<file path="config.mk">
export PLATFORM = sky130hd
export DESIGN_NAME = ex_mem_reg
export DESIGN_NICKNAME = d
export VERILOG_FILES = /design/src/ex_types_pkg.sv /design/src/ex_mem_reg.sv
export SDC_FILE = /design/constraint.sdc
export NUM_CORES = 1
export LEC_CHECK = 0
export CAP_MARGIN = 30
export CORE_AREA = 2 2 250 252
export CTS_CLUSTER_SIZE = 12
export DETAILED_ROUTE_END_ITERATION = 8
export DIE_AREA = 0 0 252 254
export DONT_BUFFER_PORTS = 1
export PLACE_DENSITY = 0.41
export SLEW_MARGIN = 40
export SYNTH_ARGS = -nofsm -noshare
export SYNTH_HDL_FRONTEND = slang
export SYNTH_SLANG_ARGS = --single-unit
</file>
<file path="constraint.sdc">
create_clock -name CLK -period 0.8 [get_ports CLK]
set_input_delay 0.16 -clock CLK [delete_from_list [all_inputs] [get_ports CLK]]
set_output_delay 0.16 -clock CLK [all_outputs]
set_load 0.05 [all_outputs]
</file>
<file path="src/ex_types_pkg.sv">
// Execute stage types
// Word and lane widths, selector and operation encodings, and the
// records that cross the ID/EX and EX/MEM boundaries

package ex_types_pkg;

  localparam int XLEN       = 32;
  localparam int BYTE_LANES = 4;

  typedef logic [XLEN-1:0]       word_t;
  typedef logic [4:0]            reg_addr_t;
  typedef logic [BYTE_LANES-1:0] byte_en_t;

  // Bypass source for a register operand
  typedef enum logic [1:0] {FWD_NONE, FWD_M, FWD_W} fwd_sel_t;

  typedef enum logic {A_RS1, A_IMM} alu_a_sel_t;

  typedef enum logic [1:0] {B_RS1, B_RS2, B_IMM} alu_b_sel_t;

  typedef enum logic [3:0] {
    ADD, SUB, AND, OR, XOR, SLL, SRL, SRA, SLT, SLTU
  } aluop_t;

  // Branch condition, funct3 order
  typedef enum logic [2:0] {
    BEQ  = 3'b000,
    BNE  = 3'b001,
    BLT  = 3'b100,
    BGE  = 3'b101,
    BLTU = 3'b110,
    BGEU = 3'b111
  } branch_t;

  // Access size, shared by loads and stores (funct3 codes)
  typedef enum logic [2:0] {
    LB  = 3'b000,
    LH  = 3'b001,
    LW  = 3'b010,
    LBU = 3'b100,
    LHU = 3'b101
  } load_t;

  // Instruction as handed over by decode
  typedef struct packed {
    word_t      pc;
    word_t      pc4;
    word_t      rs1_data;
    word_t      rs2_data;
    word_t      imm_a;
    word_t      imm_b;
    word_t      j_offset;
    word_t      br_imm;
    aluop_t     aluop;
    alu_a_sel_t alu_a_sel;
    alu_b_sel_t alu_b_sel;
    branch_t    branch_type;
    load_t      load_type;
    reg_addr_t  reg_rd;
    reg_addr_t  reg_rs1;
    reg_addr_t  reg_rs2;
    logic       wen;
    logic       w_sel;
    logic       dwen;
    logic       dren;
    logic       j_sel;
    logic       jump_instr;
    logic       branch_instr;
    logic       prediction;
    logic       halt_instr;
  } id_ex_t;

  // Bypass selection and the later-stage results it picks from
  typedef struct packed {
    fwd_sel_t bypass_rs1;
    fwd_sel_t bypass_rs2;
    word_t    rd_data_mem;
    word_t    rd_data_wb;
  } fwd_t;

  typedef struct packed {
    word_t     alu_out;
    word_t     store_wdata;
    word_t     jump_addr;
    word_t     br_resolved_addr;
    word_t     pc;
    word_t     pc4;
    byte_en_t  byte_en;
    load_t     load_type;
    reg_addr_t reg_rd;
    logic      wen;
    logic      w_sel;
    logic      dwen;
    logic      dren;
    logic      jump_instr;
    logic      branch_instr;
    logic      branch_taken;
    logic      prediction;
    logic      halt_instr;
    logic      intr_seen;
    logic      token;
  } ex_mem_t;

  // Empty EX/MEM slot
  localparam ex_mem_t ex_mem_reset_c = '0;

endpackage

</file>
<file path="src/ex_mem_reg.sv">
// EX/MEM pipeline register
// Builds the outgoing record from decode fields and execute results,
// then clears, partially clears, loads or holds it

`timescale 1ns/100ps

module ex_mem_reg (
  input  logic                   CLK,
  input  logic                   nRST,
  input  logic                   clear_all,
  input  logic                   clear_mem,
  input  logic                   load,
  input  ex_types_pkg::id_ex_t   id_ex,
  input  ex_types_pkg::word_t    alu_out,
  input  ex_types_pkg::word_t    store_wdata,
  input  ex_types_pkg::word_t    jump_addr,
  input  ex_types_pkg::word_t    br_resolved_addr,
  input  ex_types_pkg::byte_en_t byte_en,
  input  logic                   branch_taken,
  input  logic                   intr_seen,
  output ex_types_pkg::ex_mem_t  ex_mem
);

  ex_types_pkg::ex_mem_t ex_mem_next;

  always_comb begin
    ex_mem_next                  = ex_types_pkg::ex_mem_reset_c;
    ex_mem_next.alu_out          = alu_out;
    ex_mem_next.store_wdata      = store_wdata;
    ex_mem_next.jump_addr        = jump_addr;
    ex_mem_next.br_resolved_addr = br_resolved_addr;
    ex_mem_next.pc               = id_ex.pc;
    ex_mem_next.pc4              = id_ex.pc4;
    ex_mem_next.byte_en          = byte_en;
    ex_mem_next.load_type        = id_ex.load_type;
    ex_mem_next.reg_rd           = id_ex.reg_rd;
    ex_mem_next.wen              = id_ex.wen;
    ex_mem_next.w_sel            = id_ex.w_sel;
    ex_mem_next.dwen             = id_ex.dwen;
    ex_mem_next.dren             = id_ex.dren;
    ex_mem_next.jump_instr       = id_ex.jump_instr;
    ex_mem_next.branch_instr     = id_ex.branch_instr;
    ex_mem_next.branch_taken     = branch_taken;
    ex_mem_next.prediction       = id_ex.prediction;
    ex_mem_next.halt_instr       = id_ex.halt_instr;
    ex_mem_next.intr_seen        = intr_seen;
    // Marks a real instruction in the slot
    ex_mem_next.token            = 1'b1;
  end

  always_ff @(posedge CLK, negedge nRST) begin
    if (!nRST) begin
      ex_mem <= ex_types_pkg::ex_mem_reset_c;
    end else if (clear_all) begin
      ex_mem <= ex_types_pkg::ex_mem_reset_c;
    end else if (clear_mem) begin
      // Request done, drop it so it is not issued twice
      ex_mem.dwen <= 1'b0;
      ex_mem.dren <= 1'b0;
    end else if (load) begin
      ex_mem <= ex_mem_next;
    end
  end

  // A cleared slot must not write the register file or memory
  assert property (@(posedge CLK) disable iff (!nRST)
    clear_all |=> !(ex_mem.wen || ex_mem.dwen || ex_mem.dren))
    else $error("ex_mem_reg: side effects survive a full clear");

endmodule

</file>
# Yosys cells after proc, flatten, opt, wreduce, memory -nomap -nowiden
# Cells that the tools add are included.
[word_totals]
ff_bits = 215
in_bits = 432
out_inout_bits = 215
elab_cells = 29
[classes]
eq_ne = 1
mux = 5
reduce_logical = 3
[op_table]
columns = ["operator", "n"]
rows = [
  ["$mux 215", 2],
  ["$mux 206", 1],
  ["$mux 7", 1],
  ["$reduce_bool 3->1", 1],
  ["$mux 2", 1],
  ["$ne 2x2->1 const B", 1],
  ["$reduce_and 2->1", 1],
  ["$reduce_bool 2->1", 1],
]

# Depth between registers and ports, before layout
[logic_depth]
ltp_word = 3
depth_mapped = 6
mapped_depth_nobuf = 2

# Least setup slack after synthesis
# Ideal clock, no wire load.
[synth_timing]
path_kind = "input-to-reg"
from = "in clear_mem"
to = "reg ex_mem[100] in the netlist's numbering"
setup_ns = 0.120
arrival_time_ns = 0.900
required_time_ns = 0.680
path_slack_ns = -0.220
cell_stages = 6
path_buffers = 4
cell_sequence = "buf_2 nor2b_4 buf_6 buf_6 buf_6 o21ai_2"
[synth_between]
elab_chain_cells = 2
[synth_lines]
columns = ["item", "line", "text"]
rows = [
  ["start: declaration", "ex_mem_reg.sv:11", "input logic clear_mem,"],
  ["$ne 2x2->1 (no source line)", "-", ""],
  ["$reduce_and 2->1 (no source line)", "-", ""],
  ["end signal: assignment", "ex_mem_reg.sv:53", "ex_mem <= ex_types_pkg::ex_mem_reset_c;"],
  ["end signal: assignment", "ex_mem_reg.sv:55", "ex_mem <= ex_types_pkg::ex_mem_reset_c;"],
  ["end signal: assignment", "ex_mem_reg.sv:61", "ex_mem <= ex_mem_next;"],
  ["end: declaration", "ex_mem_reg.sv:21", "output ex_types_pkg::ex_mem_t ex_mem"],
]
# No other way between the ends.
# A chain may end at the register's enable or synchronous reset.

# Worst setup path after layout
[layout_timing]
from = "reg ex_mem[10] in the netlist's numbering"
to = "out ex_mem[10] in the netlist's numbering"
# No word-level cell between the ends.

==> impl_results.md <==
* Crit-path leading delay family: flip-flops
* Post-synthesis cell count at 976
* Setup ws final at -0.535 ns
* DRC at 0
* ANT nets after route at 0
* Antenna violations before repair at 3
* CP Buf/Inv Count at 1
* Largest fanout on the critical path at 2
* Sw frac at 28.4%
* Worst R2R Path Depth at 4
* Placer Congestion at 0.705
* Row cnt at 91
* Beginning of the critical path: ex_mem[10]
* Largest stage delay, worst path at 0.44 ns
* Worst setup SP type: register
* Register-to-register setup slack at -0.05 ns
* Via Count at 9386
* Critical Path AT at 1.18 ns
* Library cells used by synthesis at 16
* Crit path cell chain: buf_6
* Final #Nets at 1846
* Slew Limit Fails at 0
* Layout cells sized above 1 at 39.9%
* IO Port Bufs at 0
* Critical Setup Path Class: register to output port
* Worst path depth at 1
* CTS H-tree depth at 1
* Worst reg2reg startpoint: ex_mem[186]
* Outcome: finished, violations left
* Max_slew headroom at 46.6%
* Total GRT Usage at 11.7%
* Total grt overflow at 0
* Hold Slack at -0.695 ns
* CTS buffer count at 29
* Worst vdd ir at 1.45 mV
* Final hold viol count at 371
* Crit path to: ex_mem[10]
* Worst-Skew Late Latency at 0.56 ns
* Tcrit/Tclk final at 167%
* Clock skew at 0 ns
* Power Dens Cells at 1580 nW/um^2
* Psw at 8.80 mW
* Worst-margin pin slew at 0.802 ns
* Combinational fraction of design power at 21.4%
* Max reg flops at 215
* P&R area growth vs syn at 73.3%
* Leak at 7.94 nW
* Hpwl dp at 23.1 mm
* Slowest CP cell: dfrtp_2
* Failing checks: negative hold slack, negative setup slack
* Final TNS setup at -106.07 ns
* Die area at 64000 sq um
* Hold Path Class: primary input to asynchronous set/reset pin
* Cell Area, Synth at 11300 sq um
* FF+latch count, synth at 215
* CTS root buf: clkbuf_16
* Most frequent cells in the layout: nand4bb_1, dlygate4sd3_1, nand2b_1
* Unrepaired setup endpoints after global routing: true
* Critical path endpoint category: output port
* First-pass GRT wire length at 60.5 mm
* Chip width at 252 microns
* Clock sinks at 215
* Final WL at 40.0 mm
* Largest net degree at the start of global routing at 428
* Fmax at 0.749 GHz
* Core footprint at 61300 sq um
* Post-DR vias/cell at 4.22
* Ports at 647
* Vias in the first global route at 9881
* Avg Cell Area, Syn at 11.6 sq um
* Pint at 22.2 mW
* Required time of the critical path at 0.64 ns
* Clk buf depth at 3
* Warnings from Yosys at 0
* Post-synthesis sequential area ratio at 47.6%
* # setup viols final at 218
* Syn_nets at 1408
* CTS tree: yes
* Die height at 254 microns
* Clock share of power at 40.2%
* Wire per inst at 18.0 microns
* Drt initial violations at 460
* RR Endpoint: ex_mem[186]
* Starting Density at 18.4%
* Max_cap viols at 0
* CTS clk-pin slew, worst paths at 0.06 ns
* Seq pwr share at 38.4%
* Drt first pass iters at 4
* Min Clock Period, post-route at 1.34 ns
[repair_timing]
item | 4_1_cts | 5_1_grt
setup endpoints to repair | 215 | 251
pin swaps | 3 | 7
buffers inserted | 43 | 41
hold buffers | 210 | 2
hold endpoints to repair | 430 | 429
gates cloned | 0 | 0
gates resized for setup | 80 | 73
[Yosys cell counts]
library cell	instances	area [sq um]
o21ai_1	52	260
buf_6	21	236
buf_1	7	26.3
clkbuf_2	4	20.0
nand4bb_1	212	2390
clkbuf_1	77	289
o21ai_2	120	1050
dfrtp_1	215	5380
mux2i_1	2	20.0
nand2b_1	212	1330
nor2b_4	1	13.8
o21ai_0	40	200
o21ba_2	1	10.0
buf_4	7	52.6
buf_2	3	15.0
nor3_1	2	10.0
[metal layers]
metal  vias up  share of wire, %  GRT usage (%)
li1       4411                 -              -
met1      4616                43           15.2
met2       306                47           18.9
met3        51               7.3           3.35
met4         2               2.1           3.04
met5         -             0.032              0
[worst reg2reg max path, delay by kind of cell (launching register included)]
kind / cells / cell delay (ns)
flip-flops: 1 / 0.41
buffers and inverters: 2 / 0.23
AND/OR/NAND/NOR: 1 / 0.05
AO/OA/AOI/OAI: 1 / 0.05
[cell type report]
class / instances / area, sq um
diodes: 2 / 5.00
clock buffers: 43 / 848
clock inverters: 8 / 50.0
fillers: 6178 / 41700
multi-input cells: 642 / 5620
flip-flops and latches: 215 / 5440
well taps: 790 / 988
repair buffers: 526 / 6640
[metrics by stage]
stage / util [%] / power, mW / area, sq um / worst slack, ns / cells
floorplan: - / 15.5 / 11400 / -0.174 / 976
global placement: 24.9 / 17.2 / 15300 / -0.324 / 1885
detailed placement: 24.9 / 17.3 / 15300 / -0.359 / 1885
CTS: 30.8 / 31.3 / 18900 / -0.604 / 2189
global route: 32.0 / 32.3 / 19600 / -0.603 / 2225
finish: 32.0 / 31.0 / 19600 / -0.535 / 2226
[worst min path at each step]
| stage | startpoint | endpoint | slack, ns |
|---|---|---|---|
| floorplan | nRST | ex_mem[0] | -0.14 |
| global placement | nRST | ex_mem[97] | -0.13 |
| detailed placement | nRST | ex_mem[109] | -0.13 |
| CTS | nRST | ex_mem[90] | -0.76 |
| global route | nRST | ex_mem[133] | -0.75 |
| finish | nRST | ex_mem[97] | -0.70 |
[logic make-up (layout without fill, tap and decap cells)]
family / Yosys count / count (layout) / synth area share (%)
AO/OA/AOI/OAI: 213 / 213 / 13.5
buffers and inverters: 119 / 577 / 5.66
multiplexers: 2 / 2 / 0.177
other: 0 / 2 / 0
flip-flops: 215 / 215 / 47.6
AND/OR/NAND/NOR: 427 / 427 / 33.1
[power groups by stage]
stage	clock [mW]	combinational [mW]	sequential [mW]
after global routing	13.5	6.91	12.0
after detailed placement	0	5.18	12.1
final	12.5	6.63	11.9
after global placement	0	5.16	12.1
after CTS	13.1	6.35	11.9
after floorplan	0	1.90	13.6
Note: power is estimated with default switching activity, not from simulation.
