$ cat config.mk
export PLATFORM = sky130hd
export DESIGN_NAME = ex_operand_select
export DESIGN_NICKNAME = d
export VERILOG_FILES = /design/src/ex_types_pkg.sv /design/src/ex_operand_select.sv
export SDC_FILE = /design/constraint.sdc
export NUM_CORES = 1
export LEC_CHECK = 0
export BUFFER_PORTS_ARGS = -buffer_cell sky130_fd_sc_hd__buf_2
export CAP_MARGIN = 10
export CORE_AREA = 10 10 180 182
export DETAILED_ROUTE_END_ITERATION = 7
export DIE_AREA = 0 0 190 192
export SLEW_MARGIN = 20
export SYNTH_ARGS = -nofsm -noshare
export SYNTH_HDL_FRONTEND = slang
export SYNTH_SLANG_ARGS = --single-unit
$ cat constraint.sdc
create_clock -name vclk -period 2.3
set_clock_uncertainty 0.15 [all_clocks]
set_input_delay 0.345 -clock vclk [all_inputs]
set_output_delay 0.345 -clock vclk [all_outputs]
set_load 0.03 [all_outputs]
$ cat src/ex_types_pkg.sv
// Execute stage types
// Word and lane widths, selector and operation encodings, and the
// records that cross the ID/EX and EX/MEM boundaries

package ex_types_pkg;

  localparam int XLEN       = 32;
  localparam int BYTE_LANES = 4;

  typedef logic [XLEN-1:0]       word_t;
  typedef logic [4:0]            reg_addr_t;
  typedef logic [BYTE_LANES-1:0] byte_en_t;

  // Bypass source for a register operand
  typedef enum logic [1:0] {FWD_NONE, FWD_M, FWD_W} fwd_sel_t;

  typedef enum logic {A_RS1, A_IMM} alu_a_sel_t;

  typedef enum logic [1:0] {B_RS1, B_RS2, B_IMM} alu_b_sel_t;

  typedef enum logic [3:0] {
    ADD, SUB, AND, OR, XOR, SLL, SRL, SRA, SLT, SLTU
  } aluop_t;

  // Branch condition, funct3 order
  typedef enum logic [2:0] {
    BEQ  = 3'b000,
    BNE  = 3'b001,
    BLT  = 3'b100,
    BGE  = 3'b101,
    BLTU = 3'b110,
    BGEU = 3'b111
  } branch_t;

  // Access size, shared by loads and stores (funct3 codes)
  typedef enum logic [2:0] {
    LB  = 3'b000,
    LH  = 3'b001,
    LW  = 3'b010,
    LBU = 3'b100,
    LHU = 3'b101
  } load_t;

  // Instruction as handed over by decode
  typedef struct packed {
    word_t      pc;
    word_t      pc4;
    word_t      rs1_data;
    word_t      rs2_data;
    word_t      imm_a;
    word_t      imm_b;
    word_t      j_offset;
    word_t      br_imm;
    aluop_t     aluop;
    alu_a_sel_t alu_a_sel;
    alu_b_sel_t alu_b_sel;
    branch_t    branch_type;
    load_t      load_type;
    reg_addr_t  reg_rd;
    reg_addr_t  reg_rs1;
    reg_addr_t  reg_rs2;
    logic       wen;
    logic       w_sel;
    logic       dwen;
    logic       dren;
    logic       j_sel;
    logic       jump_instr;
    logic       branch_instr;
    logic       prediction;
    logic       halt_instr;
  } id_ex_t;

  // Bypass selection and the later-stage results it picks from
  typedef struct packed {
    fwd_sel_t bypass_rs1;
    fwd_sel_t bypass_rs2;
    word_t    rd_data_mem;
    word_t    rd_data_wb;
  } fwd_t;

  typedef struct packed {
    word_t     alu_out;
    word_t     store_wdata;
    word_t     jump_addr;
    word_t     br_resolved_addr;
    word_t     pc;
    word_t     pc4;
    byte_en_t  byte_en;
    load_t     load_type;
    reg_addr_t reg_rd;
    logic      wen;
    logic      w_sel;
    logic      dwen;
    logic      dren;
    logic      jump_instr;
    logic      branch_instr;
    logic      branch_taken;
    logic      prediction;
    logic      halt_instr;
    logic      intr_seen;
    logic      token;
  } ex_mem_t;

  // Empty EX/MEM slot
  localparam ex_mem_t ex_mem_reset_c = '0;

endpackage

$ cat src/ex_operand_select.sv
// Operand selection
// Resolves the bypass for rs1 and rs2, then steers the ALU ports

`timescale 1ns/100ps

module ex_operand_select (
  input  ex_types_pkg::id_ex_t id_ex,
  input  ex_types_pkg::fwd_t   fwd,
  output ex_types_pkg::word_t  rs1_fwd,
  output ex_types_pkg::word_t  rs2_fwd,
  output ex_types_pkg::word_t  alu_a,
  output ex_types_pkg::word_t  alu_b
);

  function automatic ex_types_pkg::word_t bypass(
    input ex_types_pkg::fwd_sel_t sel,
    input ex_types_pkg::word_t    reg_val,
    input ex_types_pkg::word_t    mem_val,
    input ex_types_pkg::word_t    wb_val
  );
    case (sel)
      ex_types_pkg::FWD_M: return mem_val;
      ex_types_pkg::FWD_W: return wb_val;
      default:             return reg_val;
    endcase
  endfunction

  assign rs1_fwd = bypass(fwd.bypass_rs1, id_ex.rs1_data, fwd.rd_data_mem, fwd.rd_data_wb);
  assign rs2_fwd = bypass(fwd.bypass_rs2, id_ex.rs2_data, fwd.rd_data_mem, fwd.rd_data_wb);

  // Port A is rs1 or the upper/pc immediate from decode
  assign alu_a = (id_ex.alu_a_sel == ex_types_pkg::A_RS1) ? rs1_fwd : id_ex.imm_a;

  always_comb begin
    case (id_ex.alu_b_sel)
      ex_types_pkg::B_RS1: alu_b = rs1_fwd;
      ex_types_pkg::B_RS2: alu_b = rs2_fwd;
      ex_types_pkg::B_IMM: alu_b = id_ex.imm_b;
      default:             alu_b = '0;
    endcase
  end

endmodule

* Word-level counts from Yosys, hierarchy flattened
Cells that the tools add are included.
Word-level totals: bits in registers 0, output and inout port bits 128, word-level logic and storage cells 11
Operators by class: equality and inequality tests 6, multiplexer cells 4, reduce and logical (&&, ||, !) cells 1
Operators by type and width (number):
- 32-bit case mux with 2 select lines | 2
- 32-bit case mux with 3 select lines | 1
- 32-bit two-way mux | 1
- 2-bit by 1-bit == test with 1-bit output, second input constant | 3
- 2-bit == test, second input constant | 3
- 2-bit zero test | 1

* Longest topological paths before layout
Gate-level depths: netlist of run 1.
word-level depth 3, gate-level depth with buffers 7, gate-level depth less buffers 5

* Worst setup path after synthesis of run 1
OpenSTA, ideal clock, no wires.
path type input-to-output, start point input fwd[64] (netlist name), end point output alu_b[10], arrival time 2.044 ns, required time 1.805 ns, setup slack -0.239 ns, stages on the path 7, path buffers 2, cells stage by stage inv_1 > ha_1 > buf_2 > clkinv_1 > clkbuf_1 > nor2_1 > o31ai_1
Between the ends: cells in the longest elaborated chain, start to end 3, elaborated cells on any way between the ends 4, classes of those cells eq/ne: 2; mux: 2
RTL lines:
- start, declared | RTL line ex_operand_select.sv:8 | input ex_types_pkg::fwd_t fwd,
- 2-bit == test / 2-bit by 1-bit == test with 1-bit output (equally long branches) | RTL line ex_operand_select.sv:21 | case (sel)
- 32-bit case mux with 2 select lines * | RTL line ex_operand_select.sv:21
- 32-bit case mux with 3 select lines * | RTL line ex_operand_select.sv:35 | case (id_ex.alu_b_sel)
- end, declared | RTL line ex_operand_select.sv:12 | output ex_types_pkg::word_t alu_b
Mark *: on every way between the ends. The rest lies on a longest branch, timed or not.

* Worst setup path in the final report of run 1
start point input fwd[66] (netlist name), end point output alu_b[11]
Same word-level chain as after synthesis.

==> summary.log, run 1 <==
[grt] Global Route met3 Usage 3.75%
[timing] transition time at the pin with the least slew margin 0.645 ns
[drt] Post-DRT Antenna Nets 0
[synth] average footprint of a synthesized cell 7.68 um^2
[run] Max-Cap Viols 0
[worst_setup_path] crit path capture type output pin
[placed_design] placed instance count 1048
[drt] number of detailed-route iterations in the first pass 5
[drt] Residual DRC 0
[timing] Setup violations, final 61
[grt] global-route wire length before repair 34000 um
[synth] total number of yosys warnings 0
[placed_design] Post-DP HPWL 19400 um
[clocking] number of hold-repair buffers added at the cts stage 0
[finish] Clock Buffer Count 0
[die] site row count 62
[placed_design] number of port buffers 327
[finish] number of nets in the layout 1052
[timing] count of pins over their slew limit 0
[die] area of the placeable core 28600 um^2
[synth] synthesized netlist net count 679
[placed_design] weighted congestion at the end of routability-driven global placement 0.846
[worst_setup_path] required time reported for the critical path endpoint 1.80 ns
[timing] Fin Setup TNS -5.45 ns
[run_status] violated checks setup timing
[finish] commonest non-fill, non-tap cell in the layout buf_2
[timing] maximum clock rate 406 MHz
[worst_setup_path] arrival time reported for the critical path endpoint 1.97 ns
[grt] final global-route overflow total 0
[die] die span in y 192 um
[worst_hold_path] Tightest Hold Check Type in -> out
[timing] RSZ-0062 raised after global routing yes
[drt] average wire length per cell after detail routing 23.3 um
[die] number of top-level pins 489
[timing] final number of hold-violating endpoints 0
[timing] minimum clock period after layout 2.46 ns
[drt] wire length after detailed routing 24900 um
[drt] number of DRC markers in iteration 0 211
[synth] number of instances in the synthesized netlist 314
[synth] sequential share of the synthesized area 0%
[pwr] leakage power total 3.07 nW
[pwr] total power after layout 0.00231 W
[grt] met1 layer usage reported by global route 13.1%
[pwr] peak ir drop on the vdd network 0.150 mV
[timing] headroom to the max-slew limit 56.9%
[die] DIE WIDTH 190 um
[grt] busiest layer in global routing met2
[grt] total track usage 12.3%
[finish] storage element area 0 um^2
[run_status] outcome finished with violations
[finish] Area Overhead vs Synth 158%
[drt] number of vias per cell 4.35
[finish] FF+latch count 0
[worst_setup_path] category of the critical setup timing path in -> out
[grt] vias in the first global route 5329
[timing] fin crit share 107%
[drt] number of vias after detailed routing 4655
[synth] Synth Cell Area 2410 um^2
[finish] layout cells sized above 1 79.6%
[placed_design] setup slack after placement -0.629 ns
[grt] met2 Usage GRT 23.1%
[synth] post-synth cell types 21
[grt] largest net degree at the start of global routing 33
[finish] most frequent cells in the layout buf_2, buf_4, buf_6, nor2_1, mux2_4
[grt] antenna violations before repair 2
[worst_setup_path] startpoint type of the worst setup path input port
[die] starting density of the core 8.42%
[finish] number of cells in the finished layout apart from fillers 1069
[timing] post-layout worst setup margin -0.164 ns
[die] die outline area 36500 um^2
[pwr] total power per unit cell area 372 nW/um^2
[finish] count of inserted antenna diode cells 0
[worst_setup_path] Critical Path Fanout Max 8
-- repair_timing --
item                                   CTS  global route
endpoints found under the hold margin    0             0
cloned                                   2             1
resized for setup                      163            59
pin swaps                               38            26
setup endpoints to repair               92            85
buffers inserted                        16             7
-- synth_stat cells (all sizes together), types with 4 or more instances --
master / count / area, um^2
mux2: 64 / 721
nor2: 52 / 195
a22o: 38 / 333
a221oi: 32 / 280
a222oi: 26 / 260
o31ai: 26 / 195
buf: 22 / 109
clkbuf: 17 / 63.8
inv: 10 / 37.5
a211o: 6 / 52.6
a211oi: 6 / 45.0
a21oi: 6 / 30.0
ha: 4 / 50.1
-- layer usage --
layer	up-vias	part of all wire, %
met5	-	0.092
met4	4	2.0
met3	45	9.2
met2	306	51
met1	2219	38
li1	2081	-
-- through the flow --
stage                     hold WS (ns)  util, %  instance area, um^2
final                            0.866     21.8                 6230
after global routing             0.878     21.8                 6230
after CTS                        0.867     20.6                 5910
after detailed placement         0.922     17.9                 5130
after global placement           0.921     17.8                 5100
after floorplan                  0.757        -                 2540
-- kinds of logic after synthesis --
group                      count (synthesis)  share of synthesized area [%]
AOI/OAI and AO/OA                        140                           49.6
adders and majority gates                  4                           2.08
buffers and inverters                     50                           8.87
muxes                                     64                           29.9
and+or+nand+nor                           56                           9.55
-- worst max-delay path, cell delays in order --
cell,delay [ns]
buf_8,0.10
inv_4,0.04
ha_4,0.20
buf_12,0.13
nor3b_4,0.15
buf_6,0.16
buf_6,0.14
a222oi_1,0.40
o31ai_2,0.12
buf_4,0.19
-- cell type report --
class              instances  area [um^2]
well taps                384          480
multi-input cells        265         2820
inverters                 11         43.8
fillers                 3162        22400
repair buffers           409         2890
-- path summary, 6_finish.rpt --
kind / cells past startpoint / start / endpoint
worst max-delay path: 10 / fwd[66] / alu_b[11]
worst min-delay path: 3 / id_ex[136] / alu_a[3]
-- power by group --
part | switching, W | internal [W] | leakage (nW)
registers | 0 | 0 | 0
clock network | 0 | 0 | 0
logic | 0.00134 | 0.000977 | 3.07
total | 0.00134 | 0.000977 | 3.07
Note: power is estimated with default switching activity, not from simulation.
==> inputs of run 2 (changes only) <==
--- a/config.mk
+++ b/config.mk
@@ -7,9 +7,13 @@
 export LEC_CHECK = 0
 export BUFFER_PORTS_ARGS = -buffer_cell sky130_fd_sc_hd__buf_2
 export CAP_MARGIN = 10
-export CORE_AREA = 10 10 180 182
+export CELL_PAD_IN_SITES_DETAIL_PLACEMENT = 1
+export CELL_PAD_IN_SITES_GLOBAL_PLACEMENT = 2
+export CORE_AREA = 10 10 181 183
 export DETAILED_ROUTE_END_ITERATION = 7
-export DIE_AREA = 0 0 190 192
+export DIE_AREA = 0 0 191 193
+export MAX_ROUTING_LAYER = met4
+export PLACE_DENSITY_LB_ADDON = 0.1
 export SLEW_MARGIN = 20
 export SYNTH_ARGS = -nofsm -noshare
 export SYNTH_HDL_FRONTEND = slang
==> run 2 against run 1 <==
  * The flow still finishes with violations (setup timing)
  * Combinational power barely moved
  * Global-route usage rose by 0.95 points
  * Non-clock buffer count down 12
  * Worst setup slack improved by 0.049 ns
  * First-iteration DRC count up 3.8%
  * Core utilization decreased by 0.94 points
  * Cell count down 0.56%
  * Routed wire length rose by 5.1%
  * Critical path depth shrank 2
==> summary.log, run 2 (synthesized netlist as in run 1, its figures left out) <==
[drt] number of DRC markers in iteration 0 219 [+3.8%]
[pwr] sequential share of power 0% [unchanged]
[worst_setup_path] required time reported for the critical path endpoint 1.80 ns [about the same]
[grt] largest net degree at the start of global routing 33 [unchanged]
[timing] transition time at the pin with the least slew margin 0.452 ns [-0.193 ns]
[run_status] outcome finished with violations
[finish] storage element area 0 um^2 [unchanged]
[drt] average wire length per cell after detail routing 24.7 um [+5.7%]
[placed_design] Post-DP HPWL 20600 um [+6.3%]
[worst_setup_path] slowest cell on the critical path mux2_4
[finish] fillers 3495 [+11%]
[drt] number of vias per cell 4.23 [-2.8%]
[grt] vias in the first global route 5174 [-2.9%]
[pwr] peak ir drop on the vdd network 0.137 mV [-9.1%]
[placed_design] placed instance area 5180 um^2 [+0.98%]
[finish] total area of multi-input combinational cells 2670 um^2 [-5.3%]
[pwr] switching component of the power 0.00131 W [-2.2%]
[timing] RSZ-0062 raised after global routing yes
[drt] Post-DRT Antenna Nets 0 [unchanged]
[timing] final number of hold-violating endpoints 0 [unchanged]
[timing] Fin Setup TNS -3.47 ns [+1.97 ns]
[timing] Setup violations, final 60 [-1.6%]
[worst_hold_path] Worst Hold Depth 3 [unchanged]
[finish] number of nets in the layout 1039 [-1.2%]
[pwr] leakage power total 2.98 nW [-3.0%]
[finish] layout cells sized above 1 75.9% [-3.7 points]
[worst_setup_path] CP Cell Sequence buf_8 -> buf_6 -> ha_4 -> buf_12 -> a22o_1 -> mux2_4 -> mux2_4 -> buf_6
[grt] antenna violations before repair 1 [-1]
[finish] commonest non-fill, non-tap cell in the layout buf_2
[pwr] total power per unit cell area 376 nW/um^2 [+1.1%]
[timing] minimum clock period after layout 2.41 ns [-0.0493 ns]
[worst_setup_path] crit path capture type output pin
[timing] fin crit share 105% [-2.1 points]
[die] die span in y 193 um [+0.52%]
[timing] count of pins over their slew limit 0 [unchanged]
[run_status] violated checks setup timing
[timing] maximum clock rate 414 MHz [+2.0%]
[worst_setup_path] Critical Path Fanout Max 7 [-1]
[worst_hold_path] Tightest Hold Check Type in -> out
[worst_setup_path] category of the critical setup timing path in -> out
[drt] number of vias after detailed routing 4500 [-3.3%]
[grt] final global-route overflow total 0 [unchanged]
[die] number of top-level pins 489 [unchanged]
[run] Max-Cap Viols 0 [unchanged]
[drt] wire length after detailed routing 26200 um [+5.1%]
[die] site row count 63 [+1.6%]
[worst_setup_path] biggest cell delay along the critical path 0.30 ns [-0.10 ns]
[pwr] clock power share 0% [unchanged]
[placed_design] weighted congestion at the end of routability-driven global placement 0.792 [-6.3%]
[die] die outline area 36900 um^2 [+1.0%]
[drt] Residual DRC 0 [unchanged]
[pwr] internal power of the cells 0.000980 W [+0.34%]
[finish] number of cells in the finished layout apart from fillers 1063 [-0.56%]
[grt] global-route wire length before repair 35900 um [+5.6%]
[die] DIE WIDTH 191 um [+0.53%]
[die] area of the placeable core 29200 um^2 [+2.2%]
[finish] final design utilization 20.8% [-0.94 points]
[worst_setup_path] arrival time reported for the critical path endpoint 1.92 ns [-0.05 ns]
[pwr] switching portion of total power 57.2% [-0.64 points]
[finish] fin area 6090 um^2 [-2.2%]
[pwr] combinational power share 100.0% [about the same]
[placed_design] number of port buffers 327 [unchanged]
[finish] FF+latch count 0 [unchanged]
[clocking] number of hold-repair buffers added at the cts stage 0 [unchanged]
[finish] most frequent cells in the layout buf_2, buf_4, nor2_1, buf_6, mux2_4
[timing] headroom to the max-slew limit 69.9% [+13 points]
[grt] total track usage 13.3% [+0.95 points]
[worst_setup_path] startpoint type of the worst setup path input port
[placed_design] placed instance count 1049 [+0.095%]
[drt] number of detailed-route iterations in the first pass 8 [+3]
[die] starting density of the core 8.24% [-0.18 points]
[timing] post-layout worst setup margin -0.115 ns [+0.0493 ns]
[finish] Clock Buffer Count 0 [unchanged]
[finish] Area Overhead vs Synth 153%
## run 2: final cells by class
type | instances | area share [%]
Antenna cell | 1 | 0.0411
Inverter | 11 | 0.719
Multi-Input combinational cell | 264 | 43.8
Tap cell | 390 | 8.01
Timing Repair Buffer | 397 | 47.4
## run 2: final timing paths
| check | startpoint | to |
|---|---|---|
| worst max-delay path | fwd[66] | alu_a[31] |
| worst min-delay path | id_ex[142] | alu_a[9] |
## run 2: stage by stage
| step | total power (W) | worst slack (ns) | hold WS, ns |
|---|---|---|---|
| after CTS | 0.00224 | -0.135 | 0.869 |
| after floorplan | 0.00112 | 0.00877 | 0.757 |
| after detailed placement | 0.00200 | -0.396 | 0.923 |
| after global routing | 0.00244 | -0.205 | 0.880 |
| after global placement | 0.00199 | -0.372 | 0.923 |
| final | 0.00229 | -0.115 | 0.865 |
## run 2: critical path: cells and delay by family
family	cells	cell delay, ns
muxes	2	0.57
buffers and inverters	4	0.53
AOI/OAI and AO/OA	1	0.24
adders and majority gates	1	0.23
## run 2: power groups by stage
| stage | combinational, W | clock (W) | sequential, W |
|---|---|---|---|
| 2_1_floorplan | 0.00112 | 0 | 0 |
| 3_5_place_dp | 0.00200 | 0 | 0 |
| 5_1_grt | 0.00244 | 0.0000000000581 | 0 |
| 3_3_place_gp | 0.00199 | 0 | 0 |
| 6_report | 0.00229 | 0.0000000000582 | 0 |
| 4_1_cts | 0.00224 | 0 | 0 |
## run 2: layer usage
metal / up-vias / wire length (um) / global-route usage (%) / share of wire (%)
met5: - / 0 / - / 0
met4: 0 / 49 / 0.273 / 0.19
met3: 4 / 2420 / 4.15 / 9.2
met2: 235 / 12600 / 22.9 / 48
met1: 2209 / 11200 / 15.7 / 43
li1: 2052 / - / - / -
## run 2: timing repair
item | 4_1_cts | 5_1_grt
buffers inserted | 6 | 4
pin swaps | 32 | 25
resized for setup | 148 | 45
setup endpoints to repair | 82 | 69
cloned | 3 | 2
