## src/ex_types_pkg.sv

```systemverilog
// Execute stage types
// Word and lane widths, selector and operation encodings, and the
// records that cross the ID/EX and EX/MEM boundaries

package ex_types_pkg;

  localparam int XLEN       = 32;
  localparam int BYTE_LANES = 4;

  typedef logic [XLEN-1:0]       word_t;
  typedef logic [4:0]            reg_addr_t;
  typedef logic [BYTE_LANES-1:0] byte_en_t;

  // Bypass source for a register operand
  typedef enum logic [1:0] {FWD_NONE, FWD_M, FWD_W} fwd_sel_t;

  typedef enum logic {A_RS1, A_IMM} alu_a_sel_t;

  typedef enum logic [1:0] {B_RS1, B_RS2, B_IMM} alu_b_sel_t;

  typedef enum logic [3:0] {
    ADD, SUB, AND, OR, XOR, SLL, SRL, SRA, SLT, SLTU
  } aluop_t;

  // Branch condition, funct3 order
  typedef enum logic [2:0] {
    BEQ  = 3'b000,
    BNE  = 3'b001,
    BLT  = 3'b100,
    BGE  = 3'b101,
    BLTU = 3'b110,
    BGEU = 3'b111
  } branch_t;

  // Access size, shared by loads and stores (funct3 codes)
  typedef enum logic [2:0] {
    LB  = 3'b000,
    LH  = 3'b001,
    LW  = 3'b010,
    LBU = 3'b100,
    LHU = 3'b101
  } load_t;

  // Instruction as handed over by decode
  typedef struct packed {
    word_t      pc;
    word_t      pc4;
    word_t      rs1_data;
    word_t      rs2_data;
    word_t      imm_a;
    word_t      imm_b;
    word_t      j_offset;
    word_t      br_imm;
    aluop_t     aluop;
    alu_a_sel_t alu_a_sel;
    alu_b_sel_t alu_b_sel;
    branch_t    branch_type;
    load_t      load_type;
    reg_addr_t  reg_rd;
    reg_addr_t  reg_rs1;
    reg_addr_t  reg_rs2;
    logic       wen;
    logic       w_sel;
    logic       dwen;
    logic       dren;
    logic       j_sel;
    logic       jump_instr;
    logic       branch_instr;
    logic       prediction;
    logic       halt_instr;
  } id_ex_t;

  // Bypass selection and the later-stage results it picks from
  typedef struct packed {
    fwd_sel_t bypass_rs1;
    fwd_sel_t bypass_rs2;
    word_t    rd_data_mem;
    word_t    rd_data_wb;
  } fwd_t;

  typedef struct packed {
    word_t     alu_out;
    word_t     store_wdata;
    word_t     jump_addr;
    word_t     br_resolved_addr;
    word_t     pc;
    word_t     pc4;
    byte_en_t  byte_en;
    load_t     load_type;
    reg_addr_t reg_rd;
    logic      wen;
    logic      w_sel;
    logic      dwen;
    logic      dren;
    logic      jump_instr;
    logic      branch_instr;
    logic      branch_taken;
    logic      prediction;
    logic      halt_instr;
    logic      intr_seen;
    logic      token;
  } ex_mem_t;

  // Empty EX/MEM slot
  localparam ex_mem_t ex_mem_reset_c = '0;

endpackage

```

## src/ex_branch_resolve.sv

```systemverilog
// Branch and jump resolution
// Evaluates the branch condition on bypassed operands, picks the
// next address, and forms the JAL/JALR target

`timescale 1ns/100ps

module ex_branch_resolve (
  input  ex_types_pkg::id_ex_t id_ex,
  input  ex_types_pkg::word_t  rs1_fwd,
  input  ex_types_pkg::word_t  rs2_fwd,
  output logic                 branch_taken,
  output ex_types_pkg::word_t  br_resolved_addr,
  output ex_types_pkg::word_t  jump_addr
);

  logic                cond;
  ex_types_pkg::word_t br_target;
  ex_types_pkg::word_t jump_base;
  ex_types_pkg::word_t jump_sum;

  always_comb begin
    case (id_ex.branch_type)
      ex_types_pkg::BEQ:  cond = (rs1_fwd == rs2_fwd);
      ex_types_pkg::BNE:  cond = (rs1_fwd != rs2_fwd);
      ex_types_pkg::BLT:  cond = ($signed(rs1_fwd) < $signed(rs2_fwd));
      ex_types_pkg::BGE:  cond = ($signed(rs1_fwd) >= $signed(rs2_fwd));
      ex_types_pkg::BLTU: cond = (rs1_fwd < rs2_fwd);
      ex_types_pkg::BGEU: cond = (rs1_fwd >= rs2_fwd);
      default:            cond = 1'b0;
    endcase
  end

  // Non-branch instructions never redirect
  assign branch_taken = id_ex.branch_instr & cond;

  assign br_target        = id_ex.pc + id_ex.br_imm;
  assign br_resolved_addr = branch_taken ? br_target : id_ex.pc4;

  // JAL is pc relative, JALR is register relative
  assign jump_base = id_ex.j_sel ? id_ex.pc : rs1_fwd;
  assign jump_sum  = jump_base + id_ex.j_offset;

  // JALR drops bit 0 of the sum
  always_comb begin
    if (id_ex.j_sel) begin
      jump_addr = jump_sum;
    end else begin
      jump_addr = {jump_sum[ex_types_pkg::XLEN-1:1], 1'b0};
    end
  end

endmodule

```

## config.mk

```make
export PLATFORM = sky130hd
export DESIGN_NAME = ex_branch_resolve
export DESIGN_NICKNAME = d
export VERILOG_FILES = /design/src/ex_types_pkg.sv /design/src/ex_branch_resolve.sv
export SDC_FILE = /design/constraint.sdc
export NUM_CORES = 1
export LEC_CHECK = 0
export ABC_AREA = 1
export BUFFER_PORTS_ARGS = -buffer_cell sky130_fd_sc_hd__clkbuf_2
export CAP_MARGIN = 20
export CORE_AREA = 2 2 163 165
export DETAILED_ROUTE_END_ITERATION = 10
export DIE_AREA = 0 0 165 167
export GPL_TIMING_DRIVEN = 0
export PLACE_DENSITY_LB_ADDON = 0.15
export SETUP_SLACK_MARGIN = 0.05
export SYNTH_ARGS = -nofsm -noshare
export SYNTH_HDL_FRONTEND = slang
export SYNTH_SLANG_ARGS = --single-unit
```

## constraint.sdc

```tcl
create_clock -name vclk -period 5.92
set_input_delay 0.592 -clock vclk [all_inputs]
set_output_delay 0.592 -clock vclk [all_outputs]
set_load 0.005 [all_outputs]
```

# After elaboration in Yosys (flattened, before gate mapping)
# Index checks and enable logic that the tools add are counted.
word_totals:
  regBits: 0
  out_inout_bits: 65
  wordCells: 19
op_classes:
  n_addsub: 2
  order_cmp: 4
  eq_ne: 7
  mux: 4
  n_bitwise: 1
  reduce_logical: 1
op_table:
  columns: ["operator", "n"]
  rows:
  - ["32-bit adder", 2]
  - ["32-bit >= comparator", 2]
  - ["32-bit less-than comparator", 2]
  - ["32-bit two-way mux", 2]
  - ["32-bit == test", 1]
  - ["32-bit != test", 1]
  - ["3-bit == test, second input constant", 4]
  - ["1-bit case mux with 6 select lines", 1]
  - ["3-bit by 1-bit == test with 1-bit output, second input constant", 1]
  - ["3-bit zero test", 1]
  - ["1-bit AND", 1]
  - ["1-bit two-way mux", 1]

# Logic depth before layout (Yosys ltp)
# Gate-level depths: netlist of the first run.
logic_depth:
  ltp_word: 4
  ltp_mapped: 21

# Least setup slack after synthesis of the first run
# OpenSTA, ideal clock, no wires.
synth_timing:
  path_kind: "input -> output"
  startpoint: "input port id_ex[4] in the netlist's numbering"
  endpoint: "output port jump_addr[18]"
  t_arrival_ns: 3.066
  required_ns: 5.328
  slack_ns: 2.262
  stages: 15
  n_path_buf: 2
  cell_sequence: "clkbuf_1 > buf_1 > nand2_1 > o21ai_0 > ha_1 > inv_1 > fa_1 > o21ai_1 > a21oi_1 > o21ai_2 > a21oi_1 > o21ai_1 > nand2_1 > nand2_1 > xor2_1"
synth_via:
  elab_chain_len: 2
synth_rtl:
  columns: ["element", "line", "source"]
  rows:
  - ["start, declared", "ex_branch_resolve.sv:8", "input ex_types_pkg::id_ex_t id_ex,"]
  - ["32-bit two-way mux", "ex_branch_resolve.sv:40", "assign jump_base = id_ex.j_sel ? id_ex.pc : rs1_fwd;"]
  - ["32-bit adder", "ex_branch_resolve.sv:41", "assign jump_sum = jump_base + id_ex.j_offset;"]
  - ["end, declared", "ex_branch_resolve.sv:13", "output ex_types_pkg::word_t jump_addr"]
# Every way passes these cells.

# Final worst setup path of the first run
# Same ends and word-level chain as after synthesis.

==> out/results.ini, run 1 <==
[run_status]
status = completed

[clock_tree]
post_cts_buffers = 0
ctsHoldBuffers = 0
cts_resized = 0

[place]
dpl-instance-area_um2 = 7036
dpl.hpwl_um = 22830
routabilityCongestion = 0.8886
port_buffers = 260

[finish]
fin_area_um2 = 7041
drive_gt1_share_pct = 26.71
nClkBuffers = 0
area_growth_pct = 32.46
final_cell_mix = clkbuf_2 (260), nand2_1 (250), inv_1 (121), ha_1 (94), a21oi_1 (82)
seq_area_um2 = 0
layout_commonest_cell = clkbuf_2
finalNetCount = 1627
nFlopsAndLatches = 0

[critical_path]
cp_max_fo = 10
cp.required_ns = 5.33
critPathKind = in -> out
worstPathArrival_ns = 4.52
crit_path_end_kind = primary output
cp-start-kind = primary input

[grt]
antenna_found_initial = 5
grt_pass1_vias = 6583
grt_max_degree = 11
grt-ovfl-total = 0
grt_usage_pct = 16.66
grt_first_pass_wirelength_um = 35270

[die]
placementRows = 59
coreArea_um2 = 25760
io_pins = 422
start_util_pct = 20.63
die_h_um = 167
dieArea_um2 = 27560
die_x_um = 165

[timing]
fmax_mhz = 195.6
tightest_slew_ns = 0.7356
period_minus_slack_ns = 5.112
rsz0062_at_grt = false
setup_violations = 0
fin_tns_setup_ns = 0
slew_headroom_pct = 50.51
fin_crit_sh_pct = 86.35
slew_viol_final = 0
hold_viol = 0

[detailed_routing]
wirelength_um = 24330
dr.pass1.iters = 5
ant_nets = 0
drt_iter0_markers = 199
wl_per_cell_um = 16.13
dr_total_vias = 6653
viasPerCell = 4.409
drcViolationCount = 0

[hold_path]
hold_path.class = in -> out

[pwr]
leakagePower_nw = 4.080
p_per_area_nw_per_um2 = 110.9
ir_worst_vdd_uv = 47.54

[yosys]
syn_area_um2 = 5315
synth-seq-area-share_pct = 0
postSynthCellCount = 912
yosys_warnings = 0
syn_avg_cell_area_um2 = 5.828
synth.distinct_cells = 41
synth.net_count = 1365

[job]
cap_violations = 0

[final cells by class]
cell class / instances / area [µm²]
buffer: 14 / 82.58
timing repair buffer: 260 / 1301
inverter: 122 / 457.9
fill: 3020 / 18720
multi-input combinational: 776 / 4775
antenna: 2 / 5.005
tap: 335 / 419.2
[per-layer routing]
| metal | routed length [µm] | global-route usage [%] |
|---|---|---|
| met3 | 1338 | 1.918 |
| met4 | 107 | 0.6805 |
| met2 | 10550 | 27.46 |
| met5 | 55 | 0 |
| met1 | 12280 | 24.31 |
[cell usage after synthesis (all sizes together)]
master	instances	area (µm²)
a21oi	82	410.4
ha	94	1176
mux2i	1	10.01
o211ai	1	7.510
mux2	29	326.6
xor2	40	350.3
clkinv	1	3.750
a21o	10	75.07
nor4	2	12.51
buf	12	75.06
a211oi	2	15.01
a21boi	6	45.05
o21a	3	22.52
inv	121	454.2
fa	2	40.04
xnor2	15	131.4
o2111ai	1	8.760
and3	1	6.260
nand4	10	68.81
a221oi	1	8.760
nand3	67	347.8
clkbuf	2	7.510
nor2	76	297.8
o21bai	9	67.56
nor3	16	80.08
nand2	261	1012
a31oi	6	37.54
o21ai	40	207.7
o221ai	1	8.760
[critical path, cell delays in order]
cell and delay, ns:
clkbuf_1 0.51, buf_1 0.64, nand2_1 0.10, o21ai_0 0.11, ha_1 0.31, inv_1 0.09, fa_1 0.41, o21ai_1 0.23
a21oi_1 0.20, o21ai_2 0.27, a21oi_1 0.15, o21ai_1 0.38, nand2_1 0.10, nand2_1 0.09, xor2_1 0.19, clkbuf_2 0.15
[where the power goes]
group	total, mW	internal (mW)	switching (mW)
sequential	0	0	0
combinational	0.781	0.322	0.458
clock	0.0000000455	0.0000000454	0
total	0.781	0.322	0.458
[logic make-up after synthesis]
| family | after synthesis | synth area share, % |
|---|---|---|
| buf+inv | 136 | 10.17 |
| xor+xnor | 55 | 9.063 |
| compound gates | 162 | 17.21 |
| fa+ha+maj | 96 | 22.88 |
| simple gates | 433 | 34.35 |
| mux | 30 | 6.332 |
[path summary, 6_finish.rpt]
path / startpoint / slack, ns / depth (start not counted) / endpoint
hold / removal: id_ex[243] / 1.44 / 4 / br_resolved_addr[14]
setup / recovery: id_ex[4] / 0.81 / 16 / jump_addr[18]
[per-stage QoR]
stage | setup slack, ns | cells | power, mW | utilization, % | hold WS (ns)
2_1_floorplan | 2.262 | 912 | 0.4742 | - | 1.269
3_3_place_gp | 0.6405 | 1507 | 0.7878 | 27.31 | 1.445
3_5_place_dp | 0.6495 | 1507 | 0.7834 | 27.31 | 1.446
4_1_cts | 0.6266 | 1507 | 0.7893 | 27.31 | 1.448
5_1_grt | 0.4763 | 1507 | 0.8787 | 27.31 | 1.462
6_report | 0.8080 | 1509 | 0.7805 | 27.33 | 1.444
Note: power is estimated with default switching activity, not from simulation.
==> run 2, diff against run 1 <==
--- a/config.mk
+++ b/config.mk
@@ -5,7 +5,7 @@
 export SDC_FILE = /design/constraint.sdc
 export NUM_CORES = 1
 export LEC_CHECK = 0
-export ABC_AREA = 1
+export ABC_AREA = 0
 export BUFFER_PORTS_ARGS = -buffer_cell sky130_fd_sc_hd__clkbuf_2
 export CAP_MARGIN = 20
 export CORE_AREA = 2 2 163 165
==> run 2 against run 1 <==
Combinational power down 8.2%. Worst hold slack better by 0.014 ns. Sequential cell count unchanged. Area after synthesis down 10%. Setup slack worse by 0.31 ns. Cell count down 18%. Global-route usage down 1.8 points. Via count down 16%. Wire length down 9.8%. First-iteration DRC count up 17%.
==> out/results.ini, run 2 <==
[detailed_routing]
drcViolationCount = 0
dr_total_vias = 5588
wl_per_cell_um = 17.68
drt_iter0_markers = 233
viasPerCell = 4.503
wirelength_um = 21940
ant_nets = 0
dr.pass1.iters = 5

[finish]
multi_input_area_um2 = 4497
layout_commonest_cell = clkbuf_2
nClkBuffers = 0
nFlopsAndLatches = 0
nFillCells = 2989
drive_gt1_share_pct = 36.81
finalNetCount = 1357
final_cell_mix = clkbuf_2 (261), ha_1 (94), a21oi_1 (64), mux2_2 (58), inv_1 (51)
seq_area_um2 = 0
area_growth_pct = 36.47
final_cells = 1241

[timing]
fin_tns_setup_ns = 0
slew_headroom_pct = 45.99
hold_viol = 0
setup_violations = 0
rsz0062_at_grt = false
period_minus_slack_ns = 5.422
fin_crit_sh_pct = 91.58
slew_viol_final = 0
fmax_mhz = 184.4
tightest_slew_ns = 0.8101

[yosys]
syn_area_um2 = 4758
synth.distinct_cells = 51
netlist_top_cells_area = ha_1 (25%), mux2_2 (14%), xnor2_1 (6.8%), a21oi_1 (6.7%), inv_1 (4.0%)
synth.net_count = 1094
yosys-top-cells-count = ha_1 (94), a21oi_1 (64), mux2_2 (58), inv_1 (51), nand2_1 (46)
postSynthCellCount = 641
synth-seq-area-share_pct = 0
yosysTopAreaCell = ha_1
netlist.area_leader.share_pct = 24.72
syn_avg_cell_area_um2 = 7.423
yosys_warnings = 0
synthMostInstantiatedCell = ha_1

[place]
dpl.hpwl_um = 20120
routabilityCongestion = 0.8391
place_inst = 1237
port_buffers = 261

[die]
start_util_pct = 18.47
die_h_um = 167
dieArea_um2 = 27560
die_x_um = 165
coreArea_um2 = 25760
io_pins = 422
placementRows = 59

[pwr]
p_total_mw = 0.7165
clockPowerShare_pct = 0
ir_worst_vdd_uv = 45.43
swShare_pct = 52.11
intPower_mw = 0.3432
seqPwrFrac_pct = 0
leakagePower_nw = 3.347
power_frac_comb_pct = 100.0
p_per_area_nw_per_um2 = 110.3
switching_power_mw = 0.3734

[clock_tree]
ctsHoldBuffers = 0
cts_resized = 0
post_cts_buffers = 0

[critical_path]
cp-start-kind = primary input
slowest_stage = clkbuf_1
cp_max_fo = 10
crit_chain = clkbuf_1 > clkbuf_1 > nand2_1 > o21ai_0 > ha_1 > inv_1 > fa_1 > nand2b_1 > a21oi_1 > o2111ai_1 > nand3_1 > a41oi_1 > a211o_1 > nand4_1 > a31oi_1 > xnor2_1 > clkbuf_2
critPathKind = in -> out
cp_common_cell = clkbuf_1
crit_path_end_kind = primary output
cp.required_ns = 5.33
critPathMaxStageDelay_ns = 0.67
worstPathArrival_ns = 4.83

[hold_path]
min_path_cells = 4
hold_path.class = in -> out
hold_path_end = br_resolved_addr[1]
min-delay-start = id_ex[230]

[grt]
antenna_found_initial = 6
grt-ovfl-total = 0
grt_usage_pct = 14.86
grt_pass1_vias = 5391
grt_first_pass_wirelength_um = 31190
grt_max_degree = 11

[job]
cap_violations = 0

[run_status]
status = completed

## run 2: changes by cell type after synthesis, sizes merged, moves of 17 or more
| cell | before | now |
|---|---|---|
| xor2 | 40 | 15 |
| nand3 | 67 | 15 |
| nor2 | 76 | 34 |
| a21oi | 82 | 65 |
| xnor2 | 15 | 37 |
| mux2 | 29 | 59 |
| inv | 121 | 51 |
| nand2 | 261 | 46 |
## run 2: kinds of logic (layout without fill, tap and decap cells)
kind of cell,after synthesis,count (layout),share of synthesized area (%)
AO/OA/AOI/OAI,192,192,25.77
AND/OR/NAND/NOR,173,173,18.38
adder cells (fa/ha/maj),96,96,25.56
multiplexers,65,65,15.22
buffers and inverters,63,324,5.496
XOR/XNOR,52,52,9.571
other,0,4,0
## run 2: power by group through the flow
stage / clock network [mW] / logic [mW] / registers (mW)
6_report: 0.0000000905 / 0.717 / 0
2_1_floorplan: 0 / 0.446 / 0
4_1_cts: 0 / 0.725 / 0
5_1_grt: 0.0000000226 / 0.803 / 0
3_3_place_gp: 0 / 0.724 / 0
3_5_place_dp: 0 / 0.719 / 0
## run 2: cell type report
cell class / count / area share [%]
diodes: 4 / 0.1541
plain buffers: 12 / 1.079
inverters: 51 / 2.948
multi-input cells: 578 / 69.25
well taps: 335 / 6.455
repair buffers: 261 / 20.12
## run 2: worst max path at each step
stage                         from            end  slack, ns  cells after the start
after floorplan           id_ex[4]  jump_addr[30]       1.62                     14
after global placement    id_ex[4]  jump_addr[30]       0.42                     17
after detailed placement  id_ex[4]  jump_addr[30]       0.39                     17
after CTS                 id_ex[4]  jump_addr[30]       0.38                     17
after global routing      id_ex[4]  jump_addr[16]       0.12                     16
final                     id_ex[4]  jump_addr[30]       0.50                     17
## run 2: per-stage QoR
step	util, %	hold slack [ns]	setup slack (ns)	instance area, µm²
global route	25.18	1.477	0.1208	6486
CTS	25.17	1.465	0.3815	6484
finish	25.21	1.458	0.4983	6494
floorplan	-	1.277	1.624	4758
global placement	25.17	1.461	0.4156	6484
detailed placement	25.17	1.464	0.3908	6484
## run 2: layer usage
metal | global-route usage [%] | part of all wire [%] | wire [µm] | up-vias
li1 | - | - | - | 2931
met1 | 23.41 | 52 | 11500 | 2445
met5 | 0 | 0.12 | 27 | -
met2 | 22.05 | 41 | 8913 | 202
met3 | 2.217 | 6.7 | 1462 | 6
met4 | 0.6049 | 0.19 | 42 | 4
## run 2: critical path, delay by kind of cell
| family | cells | cell delay, ns |
|---|---|---|
| AOI/OAI and AO/OA | 6 | 1.50 |
| buffers and inverters | 4 | 1.24 |
| xor gates and xnor gates | 1 | 0.16 |
| and+or+nand+nor | 4 | 0.64 |
| adders and majority gates | 2 | 0.67 |
==> run 3, diff against run 2 <==
--- a/config.mk
+++ b/config.mk
@@ -6,7 +6,7 @@
 export NUM_CORES = 1
 export LEC_CHECK = 0
 export ABC_AREA = 0
-export BUFFER_PORTS_ARGS = -buffer_cell sky130_fd_sc_hd__clkbuf_2
+export BUFFER_PORTS_ARGS = -buffer_cell sky130_fd_sc_hd__buf_2
 export CAP_MARGIN = 20
 export CORE_AREA = 2 2 163 165
 export DETAILED_ROUTE_END_ITERATION = 10
==> run 3 against run 2 <==
Global-route usage is 0.059 points higher. Core utilization is essentially flat. Die area stayed put. Clock-buffer cell count did not move. Fmax rose by 1.6%. Sequential cell count is the same. Wire length shrank 0.46%. Combinational power decreased by 0.6%. Final area about the same. Critical endpoint unchanged.
==> out/results.ini, run 3 (synthesized netlist as in run 2, its figures left out) <==
[place]
place_inst = 1237
routabilityCongestion = 0.8429
place_ws_ns = 0.4394
port_buffers = 261
dpl.hpwl_um = 20060

[timing]
tightest_slew_ns = 0.8140
hold_ws_ns = 1.476
slew_viol_final = 0
worst_slack_ns = 0.5861
hold_viol = 0
period_minus_slack_ns = 5.334
setup_violations = 0
slew_headroom_pct = 45.73
fin_crit_sh_pct = 90.10
rsz0062_at_grt = false
fmax_mhz = 187.5
fin_tns_setup_ns = 0

[finish]
nFillCells = 2944
area_growth_pct = 36.58
drive_gt1_share_pct = 36.81
seq_area_um2 = 0
nClkBuffers = 0
layout_commonest_cell = buf_2
finalNetCount = 1357
nFlopsAndLatches = 0
final_cells = 1243
final_cell_mix = buf_2 (263), ha_1 (94), a21oi_1 (64), mux2_2 (58), inv_1 (51)

[die]
start_util_pct = 18.47
placementRows = 59
dieArea_um2 = 27560
io_pins = 422
die_h_um = 167
coreArea_um2 = 25760
die_x_um = 165

[job]
cap_violations = 0

[clock_tree]
ctsHoldBuffers = 0
post_cts_buffers = 0
cts_resized = 0

[detailed_routing]
dr.pass1.iters = 7
dr_total_vias = 5601
drcViolationCount = 0
viasPerCell = 4.506
wl_per_cell_um = 17.57
ant_nets = 0
wirelength_um = 21840
drt_iter0_markers = 223

[grt]
antenna_found_initial = 10
grtUsageMet3_pct = 2.516
grtUsageMet2_pct = 22.21
grt-ovfl-total = 0
grt_first_pass_wirelength_um = 31260
grt_max_degree = 11
busiest_layer = met1
gr-usage-met1_pct = 23.24
grt_pass1_vias = 5463
grt_usage_pct = 14.92

[hold_path]
hold_path_end = br_resolved_addr[5]
hold_path.class = in -> out
min_path_cells = 3
min-delay-start = id_ex[234]

[critical_path]
worstPathArrival_ns = 4.74
cp_max_fo = 10
cp-start-kind = primary input
critPathKind = in -> out
cp.required_ns = 5.33
crit_path_start = id_ex[4]
crit_path_end_kind = primary output

[pwr]
ir_worst_vdd_uv = 46.95
switching_power_mw = 0.3692
p_per_area_nw_per_um2 = 109.7
intPower_mw = 0.3434
clockPowerShare_pct = 0
swShare_pct = 51.81
leakagePower_nw = 3.290
seqPwrFrac_pct = 0
power_frac_comb_pct = 100.0

[run_status]
status = completed

-- run 3: changes by cell type in the layout (fill, tap and decap cells not counted) --
cell,before,now
buf_2,2,263
clkbuf_2,261,0
diode_2,4,6
-- run 3: worst max path at each step --
stage | end | cells past startpoint
3_5_place_dp | jump_addr[30] | 17
4_1_cts | jump_addr[30] | 17
2_1_floorplan | jump_addr[30] | 14
3_3_place_gp | jump_addr[30] | 17
5_1_grt | jump_addr[16] | 16
6_report | jump_addr[30] | 17
-- run 3: per-stage QoR --
stage	util [%]	cell area (µm²)	power (mW)
6_report	25.22	6499	0.7126
5_1_grt	25.18	6486	0.8019
4_1_cts	25.17	6484	0.7214
3_5_place_dp	25.17	6484	0.7155
3_3_place_gp	25.17	6484	0.7208
2_1_floorplan	-	4758	0.4464
-- run 3: cell type report --
class	instances	area, µm²	share of cell area [%]
multi-input combinational	578	4497	69.20
timing repair buffer	261	1306	20.10
inverter	51	191.4	2.946
buffer	12	70.07	1.078
tap	335	419.2	6.450
antenna	6	15.01	0.2310
-- run 3: worst max-delay path: stages --
cell,delay [ns]
clkbuf_1,0.38
clkbuf_1,0.67
nand2_1,0.09
o21ai_0,0.23
ha_1,0.29
inv_1,0.06
fa_1,0.39
nand2b_1,0.18
a21oi_1,0.33
o2111ai_1,0.21
nand3_1,0.22
a41oi_1,0.25
a211o_1,0.34
nand4_1,0.11
a31oi_1,0.10
xnor2_1,0.15
buf_2,0.13
-- run 3: power groups by stage --
stage	logic (mW)	clock network [mW]	registers, mW
3_5_place_dp	0.716	0	0
6_report	0.713	0.000000136	0
5_1_grt	0.802	0.0000000226	0
2_1_floorplan	0.446	0	0
4_1_cts	0.721	0	0
3_3_place_gp	0.721	0	0
-- run 3: per-layer routing --
layer | vias up | part of all wire, %
met3 | 16 | 7.1
met1 | 2440 | 52
met4 | 8 | 0.65
met2 | 198 | 40
li1 | 2939 | -
met5 | - | 0.23
